### src/hw/flip_defs.svh
`ifndef FLIP_DEFS_SVH
`define FLIP_DEFS_SVH

// Bits per data word and flag entries per slice.
`define FLIP_WIDTH 16

// Offset of the red slices against the black ones.
`define FLIP_SUBFRAME 8

`define FLIP_ENER_BITS 10
`define FLIP_NUM_PATTERNS 4
`define FLIP_PATTERN_DEPTH 3

// Two full words of history plus the low subframe of the newest word.
`define FLIP_WINDOW (3 * `FLIP_WIDTH - `FLIP_SUBFRAME)

`endif
### src/hw/flip_pkg.sv
`default_nettype none

`include "flip_defs.svh"

package flip_pkg;

    // Zero means no flag, 1 to FLIP_NUM_PATTERNS select a pattern.
    typedef logic [$clog2(`FLIP_NUM_PATTERNS + 1)-1:0] flag_t;

    typedef logic [`FLIP_ENER_BITS-1:0] ener_t; // Lower energy is more likely.

    typedef logic [`FLIP_PATTERN_DEPTH-1:0] pattern_t;

    // Bit j of an entry flips the bit j places above the flag position.
    localparam pattern_t flip_patterns [`FLIP_NUM_PATTERNS + 1] = '{
        3'b000,
        3'b101,
        3'b111,
        3'b011,
        3'b010
    };

    // Flag codes above the table size flip nothing.
    function automatic pattern_t pattern_bits(flag_t flag);
        if (flag > flag_t'(`FLIP_NUM_PATTERNS)) begin
            return '0;
        end
        return flip_patterns[flag];
    endfunction

endpackage

`default_nettype wire

### src/hw/window_if.sv
`default_nettype none

`include "flip_defs.svh"

interface window_if import flip_pkg::*; ();

    logic                   valid;
    logic                   ready;
    logic [`FLIP_WIDTH-1:0] bits;                 // Data of the word being corrected.
    flag_t                  flags [`FLIP_WINDOW];
    ener_t                  ener  [`FLIP_WINDOW];

    // The buffer side presents a window and holds it until ready.
    modport producer (
        output valid,
        output bits,
        output flags,
        output ener,
        input  ready
    );

    modport consumer (
        input  valid,
        input  bits,
        input  flags,
        input  ener,
        output ready
    );

endinterface

`default_nettype wire

### src/hw/flip_correct_top.sv
`default_nettype none

`include "flip_defs.svh"

module flip_correct_top import flip_pkg::*; (
    input  logic                   clk,
    input  logic                   rst,

    input  logic                   in_valid,
    output logic                   in_ready,
    input  logic [`FLIP_WIDTH-1:0] in_bits,
    input  flag_t                  in_flags [`FLIP_WIDTH],
    input  ener_t                  in_ener  [`FLIP_WIDTH],

    output logic                   out_valid,
    input  logic                   out_ready,
    output logic [`FLIP_WIDTH-1:0] out_bits
);

    window_if win_i ();

    // Stage one builds the window, stage two corrects and holds the output word.
    flag_window_buffer buffer_i (
        .clk      (clk),
        .rst      (rst),
        .in_valid (in_valid),
        .in_ready (in_ready),
        .in_bits  (in_bits),
        .in_flags (in_flags),
        .in_ener  (in_ener),
        .win      (win_i.producer)
    );

    flip_bit_corrector corrector_i (
        .clk       (clk),
        .rst       (rst),
        .win       (win_i.consumer),
        .out_valid (out_valid),
        .out_ready (out_ready),
        .out_bits  (out_bits)
    );

endmodule

`default_nettype wire

### src/hw/flip_bit_corrector.sv
`default_nettype none

`include "flip_defs.svh"

module flip_bit_corrector (
    input  logic                   clk,
    input  logic                   rst,
    window_if.consumer             win,
    output logic                   out_valid,
    input  logic                   out_ready,
    output logic [`FLIP_WIDTH-1:0] out_bits
);

    logic [`FLIP_WIDTH-1:0] flip_bits;
    logic                   take;

    wide_subframe_flip_bit_locator locator_i (
        .flags     (win.flags),
        .flag_ener (win.ener),
        .flip_bits (flip_bits)
    );

    // The output register frees up in the same cycle it is read.
    assign win.ready = !out_valid || out_ready;
    assign take      = win.valid && win.ready;

    always_ff @(posedge clk) begin
        if (rst) begin
            out_valid <= 1'b0;
        end else if (win.ready) begin
            out_valid <= win.valid;
        end
    end

    always_ff @(posedge clk) begin
        if (take) begin
            out_bits <= win.bits ^ flip_bits; // Corrected word n-1.
        end
    end

endmodule

`default_nettype wire

### src/hw/wide_subframe_flip_bit_locator.sv
`default_nettype none

`include "flip_defs.svh"

module wide_subframe_flip_bit_locator import flip_pkg::*; (
    input  flag_t                  flags     [`FLIP_WINDOW],
    input  ener_t                  flag_ener [`FLIP_WINDOW],
    output logic [`FLIP_WIDTH-1:0] flip_bits
);

    // Lowest flag position that can still reach the current word.
    localparam int FirstReach = `FLIP_WIDTH - `FLIP_PATTERN_DEPTH + 1;

    flag_t blk_flags [2][`FLIP_WIDTH];
    ener_t blk_ener  [2][`FLIP_WIDTH];
    flag_t blk_best  [2][`FLIP_WIDTH];
    flag_t red_flags [2][`FLIP_WIDTH];
    ener_t red_ener  [2][`FLIP_WIDTH];
    flag_t red_best  [2][`FLIP_WIDTH];

    // Slice winners placed back on window entry numbers.
    flag_t blk_win [0:2*`FLIP_WIDTH-1];
    flag_t red_win [`FLIP_SUBFRAME:`FLIP_WINDOW-1];

    flag_t sel_flags [FirstReach:2*`FLIP_WIDTH-1];

    always_comb begin
        for (int s = 0; s < 2; s++) begin
            for (int i = 0; i < `FLIP_WIDTH; i++) begin
                blk_flags[s][i] = flags[s * `FLIP_WIDTH + i];
                blk_ener[s][i]  = flag_ener[s * `FLIP_WIDTH + i];
                red_flags[s][i] = flags[`FLIP_SUBFRAME + s * `FLIP_WIDTH + i];
                red_ener[s][i]  = flag_ener[`FLIP_SUBFRAME + s * `FLIP_WIDTH + i];
            end
        end
    end

    // Black slices sit on word boundaries, red slices are shifted by one subframe.
    for (genvar g = 0; g < 2; g++) begin : g_slice
        lowest_energy_flag_locater blk_loc_i (
            .flags     (blk_flags[g]),
            .flag_ener (blk_ener[g]),
            .best_flag (blk_best[g])
        );

        lowest_energy_flag_locater red_loc_i (
            .flags     (red_flags[g]),
            .flag_ener (red_ener[g]),
            .best_flag (red_best[g])
        );
    end

    always_comb begin
        for (int s = 0; s < 2; s++) begin
            for (int i = 0; i < `FLIP_WIDTH; i++) begin
                blk_win[s * `FLIP_WIDTH + i]                  = blk_best[s][i];
                red_win[`FLIP_SUBFRAME + s * `FLIP_WIDTH + i] = red_best[s][i];
            end
        end
    end

    // A flag acts only when it won both the black and the red slice it falls in.
    always_comb begin
        for (int p = FirstReach; p < 2 * `FLIP_WIDTH; p++) begin
            if (blk_win[p] == red_win[p]) begin
                sel_flags[p] = blk_win[p];
            end else begin
                sel_flags[p] = '0;
            end
        end
    end

    // Each bit of word n-1 gathers the flips of every flag up to DEPTH-1 places below it.
    // Flips past entry 31 have no bit to land on and drop out here.
    always_comb begin
        pattern_t pat;

        for (int b = 0; b < `FLIP_WIDTH; b++) begin
            flip_bits[b] = 1'b0;
            for (int j = 0; j < `FLIP_PATTERN_DEPTH; j++) begin
                pat          = pattern_bits(sel_flags[`FLIP_WIDTH + b - j]);
                flip_bits[b] = flip_bits[b] | pat[j];
            end
        end
    end

endmodule

`default_nettype wire

### src/hw/lowest_energy_flag_locater.sv
`default_nettype none

`include "flip_defs.svh"

module lowest_energy_flag_locater import flip_pkg::*; (
    input  flag_t flags     [`FLIP_WIDTH],
    input  ener_t flag_ener [`FLIP_WIDTH],
    output flag_t best_flag [`FLIP_WIDTH]
);

    logic  found;
    int    best_idx;
    ener_t best_ener;

    always_comb begin
        found     = 1'b0;
        best_idx  = 0;
        best_ener = '0;
        // Strict compare keeps the lowest index when energies tie.
        for (int i = 0; i < `FLIP_WIDTH; i++) begin
            if (flags[i] != '0 && (!found || flag_ener[i] < best_ener)) begin
                found     = 1'b1;
                best_idx  = i;
                best_ener = flag_ener[i];
            end
        end
    end

    // Only the winning entry keeps its flag.
    always_comb begin
        for (int i = 0; i < `FLIP_WIDTH; i++) begin
            if (found && best_idx == i) begin
                best_flag[i] = flags[i];
            end else begin
                best_flag[i] = '0;
            end
        end
    end

endmodule

`default_nettype wire

### src/hw/flag_window_buffer.sv
`default_nettype none

`include "flip_defs.svh"

module flag_window_buffer import flip_pkg::*; (
    input  logic                   clk,
    input  logic                   rst,
    input  logic                   in_valid,
    output logic                   in_ready,
    input  logic [`FLIP_WIDTH-1:0] in_bits,
    input  flag_t                  in_flags [`FLIP_WIDTH],
    input  ener_t                  in_ener  [`FLIP_WIDTH],
    window_if.producer             win
);

    // Full copy of the newest word. Only its low subframe is visible in the window.
    flag_t                  last_flags [`FLIP_WIDTH];
    ener_t                  last_ener  [`FLIP_WIDTH];
    logic [`FLIP_WIDTH-1:0] last_bits;

    logic primed; // Set once a first word sits in the history.
    logic accept;

    // The window register doubles as history, so it may shift once its content has left.
    assign in_ready = !win.valid || win.ready;
    assign accept   = in_valid && in_ready;

    always_ff @(posedge clk) begin
        if (rst) begin
            win.valid <= 1'b0;
            primed    <= 1'b0;
        end else if (accept) begin
            win.valid <= primed; // The first word has no successor yet.
            primed    <= 1'b1;
        end else if (win.ready) begin
            win.valid <= 1'b0;
        end
    end

    // History starts out as zero flags, energies and bits.
    always_ff @(posedge clk) begin
        if (rst) begin
            for (int i = 0; i < `FLIP_WINDOW; i++) begin
                win.flags[i] <= '0;
                win.ener[i]  <= '0;
            end
            for (int i = 0; i < `FLIP_WIDTH; i++) begin
                last_flags[i] <= '0;
                last_ener[i]  <= '0;
            end
            win.bits  <= '0;
            last_bits <= '0;
        end else if (accept) begin
            for (int i = 0; i < `FLIP_WIDTH; i++) begin
                // Word n-1 moves down to n-2, the stored newest word becomes n-1.
                win.flags[i]               <= win.flags[i + `FLIP_WIDTH];
                win.ener[i]                <= win.ener[i + `FLIP_WIDTH];
                win.flags[i + `FLIP_WIDTH] <= last_flags[i];
                win.ener[i + `FLIP_WIDTH]  <= last_ener[i];
            end
            for (int i = 0; i < `FLIP_SUBFRAME; i++) begin
                win.flags[i + 2 * `FLIP_WIDTH] <= in_flags[i];
                win.ener[i + 2 * `FLIP_WIDTH]  <= in_ener[i];
            end
            for (int i = 0; i < `FLIP_WIDTH; i++) begin
                last_flags[i] <= in_flags[i];
                last_ener[i]  <= in_ener[i];
            end
            win.bits  <= last_bits;
            last_bits <= in_bits;
        end
    end

endmodule

`default_nettype wire

### config.mk
export PLATFORM = sky130hd
export DESIGN_NAME = flip_correct_top
export DESIGN_NICKNAME = d
export VERILOG_FILES = /design/src/hw/flip_pkg.sv /design/src/hw/window_if.sv /design/src/hw/flip_correct_top.sv /design/src/hw/flip_bit_corrector.sv /design/src/hw/wide_subframe_flip_bit_locator.sv /design/src/hw/lowest_energy_flag_locater.sv /design/src/hw/flag_window_buffer.sv
export VERILOG_INCLUDE_DIRS = /design/src /design/src/hw
export SDC_FILE = /design/constraint.sdc
export NUM_CORES = 2
export LEC_CHECK = 0
export BUFFER_PORTS_ARGS = -buffer_cell sky130_fd_sc_hd__buf_2
export CAP_MARGIN = 10
export CORE_ASPECT_RATIO = 0.6
export CORE_MARGIN = 5
export CORE_UTILIZATION = 56
export DETAILED_ROUTE_END_ITERATION = 10
export GPL_TIMING_DRIVEN = 0
export HOLD_SLACK_MARGIN = 0.15
export PLACE_DENSITY = 0.74
export SLEW_MARGIN = 5
export SYNTH_ARGS = -nofsm -noshare
export SYNTH_HDL_FRONTEND = slang
export SYNTH_SLANG_ARGS = --single-unit
export TNS_END_PERCENT = 5
### constraint.sdc
create_clock -name clk -period 38.9 [get_ports clk]
set_clock_uncertainty 0.05 [all_clocks]
set_input_delay 1.945 -clock clk [delete_from_list [all_inputs] [get_ports clk]]
set_output_delay 1.945 -clock clk [all_outputs]
set_load 0.005 [all_outputs]
Word-level counts from Yosys, hierarchy flattened
Memory sizes are Yosys's and may differ from the RTL's. A register that Yosys moved wholly into a read port is not among the register bits.
Index checks and enable logic that the tools add are counted.
{ "word_totals": {"regBits": 363, "ramBits": 208, "mem_bits_ro": 432, "memories": 20} }
{ "classes": {"magnitude_cmp": 96, "eq_ne": 52, "muxes": 367, "n_bitwise": 83, "n_reduce_logical": 265} }
{ "memory_table": {"columns": ["name", "depth", "width", "read_ports", "rd_ports_with_merged_regs", "wr", "line", "rtl"], "rows": [
  ["buffer_i.last_ener", 16, 10, 16, 16, 16, "flag_window_buffer.sv:18", "ener_t last_ener [`FLIP_WIDTH];"],
  ["buffer_i.last_flags", 16, 3, 16, 16, 16, "flag_window_buffer.sv:17", "flag_t last_flags [`FLIP_WIDTH];"],
  ["(no name shown)", 8, 3, 1, 0, 0, "flip_pkg.sv:28", "return flip_patterns[flag];"],
  ["(no name shown)", 8, 3, 1, 0, 0, "flip_pkg.sv:28", null],
  ["(no name shown)", 8, 3, 1, 0, 0, "flip_pkg.sv:28", null],
  ["(no name shown)", 8, 3, 1, 0, 0, "flip_pkg.sv:28", null],
  ["+14 memories", null, null, null, null, null, null, null]
]} }
{ "ops": {"columns": ["operator", "count"], "rows": [
  ["$mux W10", 76],
  ["$lt A10 B10 Y1", 60],
  ["$mux W3", 150],
  ["$mux W4", 32],
  ["$reduce_bool A3 Y1", 40],
  ["$logic_and A1 B1 Y1", 98],
  ["$mux W1", 97],
  ["$eq A4 B4 Y1 const B", 18],
  ["$ge A4 B4 Y1 const B", 18],
  ["$not A3 Y4", 18],
  ["$logic_not A32 Y1", 2],
  ["$or A1 B1 Y1", 64],
  ["$logic_not A1 Y1", 62],
  ["$logic_or A1 B1 Y1", 62],
  ["$eq A3 B3 Y1", 18],
  ["$gt A3 B3 Y1 const B", 18],
  ["$eq A4 B3 Y1 const B", 10],
  ["$mux W2", 12],
  ["$eq A4 B2 Y1 const B", 4],
  ["$xor A16 B16 Y16", 1],
  ["$eq A4 B1 Y1 const B", 2],
  ["$reduce_bool A2 Y1", 1]
]} }

Depth between registers and ports, before layout
{ "logic_depth": {"depth_word": 75, "depth_mapped": 201, "ltp_nobuf": 193} }

Cells and area by module
A second synthesis with hierarchy kept.
{ "hier_totals": {"hier_cells": 7456, "hier_area_um2": 58967.8} }
{ "modules_own_cells": {"columns": ["module", "instances", "cells_per_inst", "area_each_um2", "seq_area_each_um2"], "rows": [
  ["flag_window_buffer", 1, 2966, 28332.2, 17336.6],
  ["lowest_energy_flag_locater at corrector_i.locator_i.g_slice[0].blk_loc_i", 1, 1059, 7159.4, 0.0],
  ["lowest_energy_flag_locater at corrector_i.locator_i.g_slice[1].blk_loc_i", 1, 1028, 7110.6, 0.0],
  ["lowest_energy_flag_locater at corrector_i.locator_i.g_slice[1].red_loc_i", 1, 1088, 7089.3, 0.0],
  ["lowest_energy_flag_locater at corrector_i.locator_i.g_slice[0].red_loc_i", 1, 1057, 7066.8, 0.0],
  ["wide_subframe_flip_bit_locator", 1, 221, 1534.0, 0.0],
  ["flip_bit_corrector", 1, 37, 675.6, 500.5]
]} }

Worst setup path after synthesis
No wires, ideal clock.
{ "synth_path": {"path_kind": "flip-flop to flip-flop", "start": "register buffer_i.win.flags[69], read port of buffer_i.last_flags", "end": "register corrector_i.out_bits[3] (data pin)", "arrival_ns": 34.637, "required_time_ns": 38.588, "setup_slack_ns": 3.952, "path_stages_with_launch": 191, "period_less_slack_ns": 34.948, "path_cell_list": "dfxtp_1 or3_1 buf_2 buf_1 nand2_1 ha_1 a211oi_1 nor2_1 nor3_1 a21o_1 clkbuf_1 nand2_1 o21ai_0 inv_1 ha_1 and4_1 nand4_1 o21a_1 (+155 left out) nand2b_1 a21oi_1 o21ai_0 a21o_1 nor3_1 nand2_1 o311ai_2 a21oi_4 buf_4 buf_2 nand3_1 nor3_1 nand2_1 ha_1 inv_1 a41oi_1 a211oi_1 xnor2_1"} }
{ "synth_via": {"elab_chain_len": 75, "elab_cells_between_ends": 207, "cone_classes": "order compare: 25; eq/ne: 9; mux: 90; bitwise: 6; reduce/logical: 74; memory: 3"} }
{ "synth_lines": {"columns": ["item", "line", "rtl"], "rows": [
  ["from (decl)", "window_if.sv:17", "output flags,"],
  ["$reduce_bool A3 Y1 *", "lowest_energy_flag_locater.sv:21", "if (flags[i] != '0 && (!found || flag_ener[i] < best_ener)) begin"],
  ["$mux W10 or $mux W1 (tied branches)", "lowest_energy_flag_locater.sv:21", null],
  ["$lt A10 B10 Y1 or $logic_not A1 Y1 (tied branches)", "lowest_energy_flag_locater.sv:21", null],
  ["$logic_or A1 B1 Y1", "lowest_energy_flag_locater.sv:21", null],
  ["$logic_and A1 B1 Y1", "lowest_energy_flag_locater.sv:21", null],
  ["$mux W10 or $mux W1 (tied branches)", "lowest_energy_flag_locater.sv:21", null],
  ["$lt A10 B10 Y1 or $logic_not A1 Y1 (tied branches)", "lowest_energy_flag_locater.sv:21", null],
  ["$logic_or A1 B1 Y1", "lowest_energy_flag_locater.sv:21", null],
  ["(+58 left out)", null, null],
  ["$mux W3", "wide_subframe_flip_bit_locator.sv:65", "if (blk_win[p] == red_win[p]) begin"],
  ["$not A3 Y4 (implied by the code)", "flip_pkg.sv:28", null],
  ["$mem_v2 Z8 W3", null, null],
  ["$mux W3 (2 in a row)", null, null],
  ["$mux W3", "flip_pkg.sv:28", null],
  ["$or A1 B1 Y1", "wide_subframe_flip_bit_locator.sv:82", "flip_bits[b] = flip_bits[b] | pat[j];"],
  ["$or A1 B1 Y1 *", "wide_subframe_flip_bit_locator.sv:82", null],
  ["$xor A16 B16 Y16 *", "flip_bit_corrector.sv:37", "out_bits <= win.bits ^ flip_bits;"],
  ["to (signal assigned)", "flip_bit_corrector.sv:37", null],
  ["to (decl)", "flip_bit_corrector.sv:11", "output logic [`FLIP_WIDTH-1:0] out_bits"]
]} }
Every way passes the cells marked *; elsewhere a longest branch is shown, timed or not. The select of a mux whose other input is x is not followed.
A chain may end at the register's enable or synchronous reset.

Worst setup path in the final report
{ "layout_path": {"start": "register buffer_i.win.flags[69], read port of buffer_i.last_flags", "end": "register corrector_i.out_bits[7] (data pin)"} }
{ "layout_via": {"elab_chain_len": 75, "elab_cells_between_ends": 207, "cone_classes": "order compare: 25; eq/ne: 9; mux: 90; bitwise: 6; reduce/logical: 74; memory: 3"} }
{ "layout_lines": {"columns": ["item", "line"], "rows": [
  ["$reduce_bool A3 Y1 *", "lowest_energy_flag_locater.sv:21"],
  ["$mux W10 or $mux W1 (tied branches)", "lowest_energy_flag_locater.sv:21"],
  ["$lt A10 B10 Y1 or $logic_not A1 Y1 (tied branches)", "lowest_energy_flag_locater.sv:21"],
  ["$logic_or A1 B1 Y1", "lowest_energy_flag_locater.sv:21"],
  ["$logic_and A1 B1 Y1", "lowest_energy_flag_locater.sv:21"],
  ["$mux W10 or $mux W1 (tied branches)", "lowest_energy_flag_locater.sv:21"],
  ["$lt A10 B10 Y1 or $logic_not A1 Y1 (tied branches)", "lowest_energy_flag_locater.sv:21"],
  ["$logic_or A1 B1 Y1", "lowest_energy_flag_locater.sv:21"],
  ["(+58 left out)", null],
  ["$mux W3", "wide_subframe_flip_bit_locator.sv:65"],
  ["$not A3 Y4 (implied by the code)", "flip_pkg.sv:28"],
  ["$mem_v2 Z8 W3", null],
  ["$mux W3 (2 in a row)", null],
  ["$mux W3", "flip_pkg.sv:28"],
  ["$or A1 B1 Y1", "wide_subframe_flip_bit_locator.sv:82"],
  ["$or A1 B1 Y1 *", "wide_subframe_flip_bit_locator.sv:82"],
  ["$xor A16 B16 Y16 *", "flip_bit_corrector.sv:37"]
]} }
Marks and branches as above.

==> results_dict.tcl <==
set metrics [dict create \
    r2r_end "corrector_i.out_bits[7]" \
    synth-main-ff-cell "dfxtp_1" \
    die_area_um2 95400 \
    cp.arrival_ns 38.02 \
    crit_family "compound AO/OA/AOI/OAI gates" \
    crit_required_ns 39.26 \
    status "finished clean" \
    layout_commonest_cell "dfxtp_1" \
    dp.cells 6970 \
    holdCritPathClass "flip-flop to flip-flop" \
    holdPathEnd "buffer_i.win.ener[215]" \
    crit_fanout 10 \
    seq_area_frac_synth_pct 35.7 \
    path_clk_slew_ns 0.06 \
    grt_pass1_wl_mm 271 \
    relSlewSlack_pct 6.83 \
    power.total_w 0.00326 \
    synth_edf_count 224 \
    ys_types 118 \
    start_kind "flip-flop" \
    portBuffers 245 \
    timing.final.ws_setup_ns 1.24 \
    fill_cells 7329 \
    fin_crit_sh_pct 96.8 \
    grt_overflow 0 \
    ios 246 \
    fmax_mhz 26.6 \
    place_area_um2 52800 \
    numClockSinks 779 \
    yosys_warnings 0 \
    grt_usage_pct 37.7 \
    drive_gt1_share_pct 15.9 \
    area_growth_pct 15.5 \
    cts_buffer_depth 3 \
    tightest_slew_ns 1.40 \
    num_vias 47100 \
    cts_made_buffers 75 \
    initial_core_util_pct 56.8 \
    worstSkewPairLatency_ns 0.71 \
    worst_r2r_path_depth 187 \
    syn-num-nets 6317 \
    finalMaxSlewViolations 0 \
    crit_path_end_kind "flip-flop" \
    hpwl_mm 150 \
    cpMostUsedCell "a21o_1" \
    layout_common_cells "553 x dfxtp_1, 531 x ha_1, 481 x nand2_1, 414 x inv_1, 385 x a22o_1" \
    synthArstFlopShare_pct 0 \
    drc_errors 0 \
    drt_wl_total_mm 189 \
    synth_cells 5558 \
    num_rows 84 \
    cts-root-buf "clkbuf_16" \
    grt_setup_unrepaired "yes" \
    h-tree-depth 3 \
    first_global_vias 42000 \
    criticalPathCategory "flip-flop to flip-flop" \
    fin_crit_ns 37.66 \
    timing.critical_path.buf_inv 34 \
    min_path_cells 1 \
    antenna_left 0 \
    drt-initial-drc-count 6730 \
    drt_pass1_iterations 7 \
    globalplace.congestion 1.03 \
    routedWlPerCell_um 26.3 \
    crit_slowest_cell "or4_4" \
    die_x_um 395 \
    fin_cells 7199 \
    leakage_nw 25.0 \
    dp_slack_ns -6.21 \
    antenna_found_initial 1 \
    min_from "buffer_i.last_ener[0][25]" \
    hold_viol_final 0 \
    cts_tree "built" \
    cpPeakStageDelay_ns 0.62 \
    finalSetupViolCount 0 \
    grt_max_degree 67 \
    die_y_um 241 \
    ir_worst_vdd_mv 0.0395 \
    r2r_start "buffer_i.win.flags[69]" \
    nets 6734 \
    cap_violations 0 \
    syn_area_per_cell_um2 8.98 \
    viasPerCell 6.54 \
    synth_seq_cells 779 \
    final_cell_area_um2 57700 \
    syn_area_um2 49900 \
    core_area_um2 88000 \
    r2r_slack_ns 1.24 \
    power_per_cell_area_nw_per_um2 56.5 \
]
==> area by class of cell <==
type	count	area [um^2]	share of cell area, %
clock buffer	95	2030	3.53
sequential	779	17800	30.9
tap	1161	1450	2.52
buffer	240	1200	2.08
timing repair buffer	346	2150	3.72
multi-input combinational	4113	30900	53.6
inverter	420	1580	2.74
antenna	1	2.50	0.00434
clock inverter	44	479	0.831
==> worst register-to-register path: cells and delay by family (launching register included) <==
kind / cells / cell delay (ns)
flops: 1 / 0.36
xor+xnor: 1 / 0.12
fa+ha+maj: 16 / 4.83
simple gates: 40 / 6.13
mux: 6 / 1.61
buf+inv: 34 / 5.65
compound gates: 90 / 18.65
==> through the flow <==
step	util (%)	hold WS (ns)	TNS (ns)
finish	65.6	0.380	0
global route	65.6	0.410	-2.79
CTS	63.6	0.392	-0.00809
detailed placement	60.0	0.382	-89.48
global placement	59.8	0.377	-83.31
floorplan	-	0.368	0
==> cells by family after synthesis <==
group | share of synthesized area (%)
adders and majority gates | 13.3
muxes | 5.07
and+or+nand+nor | 16.0
buffers and inverters | 5.08
DFF | 35.7
AOI/OAI and AO/OA | 24.4
xor gates and xnor gates | 0.421
==> how the worst max path moves through the flow <==
| stage | from | endpoint | slack (ns) | cells past startpoint |
|---|---|---|---|---|
| finish | buffer_i.win.flags[69] | corrector_i.out_bits[7] | 1.24 | 187 |
| global route | buffer_i.win.flags[93] | corrector_i.out_bits[4] | -0.34 | 192 |
| CTS | buffer_i.win.flags[45] | corrector_i.out_bits[10] | -0.008 | 188 |
| detailed placement | buffer_i.win.flags[71] | corrector_i.out_bits[6] | -6.21 | 191 |
| global placement | buffer_i.win.flags[71] | corrector_i.out_bits[6] | -5.82 | 191 |
| floorplan | buffer_i.win.flags[69] | corrector_i.out_bits[3] | 3.95 | 190 |
==> routing by layer <==
layer | vias to the layer above | part of all wire (%) | global-route usage (%)
li1 | 21300 | - | -
met1 | 22600 | 45 | 58.0
met2 | 2910 | 36 | 47.5
met3 | 325 | 16 | 15.4
met4 | 4 | 3.0 | 9.32
met5 | - | 0.11 | 1.21
==> Yosys cell counts, drive strengths merged (10+ instances only) <==
cell	number	area [um^2]
o22ai	10	62.6
nand2b	48	300
and3	37	231
a21boi	12	93.8
o2111ai	20	175
a211o	11	96.3
or3	47	304
o31a	11	96.3
nor3	98	542
inv	419	1570
ha	531	6640
and4	26	228
clkbuf	212	796
o211a	11	118
or2	26	163
o211ai	30	235
edfxtp	224	6730
o21ai	410	2060
nand3	80	400
a221oi	10	119
nor3b	17	133
a22o	385	3370
dfxtp	555	11100
a21oi	313	1590
a2111oi	14	141
nand4	78	494
o21a	35	264
nand2	488	1830
a21o	220	1650
o31ai	21	190
buf	35	166
nor2	313	1180
nor4	14	124
a31o	15	131
a31oi	41	263
xnor2	17	149
and2	158	988
o311ai	13	139
mux2	119	1350
nor2b	126	788
a211oi	44	350
mux2i	118	1180
==> where the power goes <==
group / internal, W / switching [W]
Sequential: 0.000882 / 0.0000519
Combinational: 0.000567 / 0.000981
Clock: 0.000423 / 0.000353
Total: 0.00187 / 0.00139
==> flip-flops by register name, indices dropped and copies added, names as in the netlist, 16 cells and up <==
signal / count
corrector_i.out_bits: 16
buffer_i.win.bits: 16
buffer_i.win.ener: 400
buffer_i.win.flags: 120
buffer_i.last_ener: 160
buffer_i.last_bits: 16
buffer_i.last_flags: 48
==> timing repair <==
action,in CTS,in global routing
endpoints found under the setup margin,16,16
pin swaps,14,49
hold buffers,0,0
cloned,0,2
setup buffers,17,72
gates resized for setup,173,339
Power figures use the tool's default switching activity.
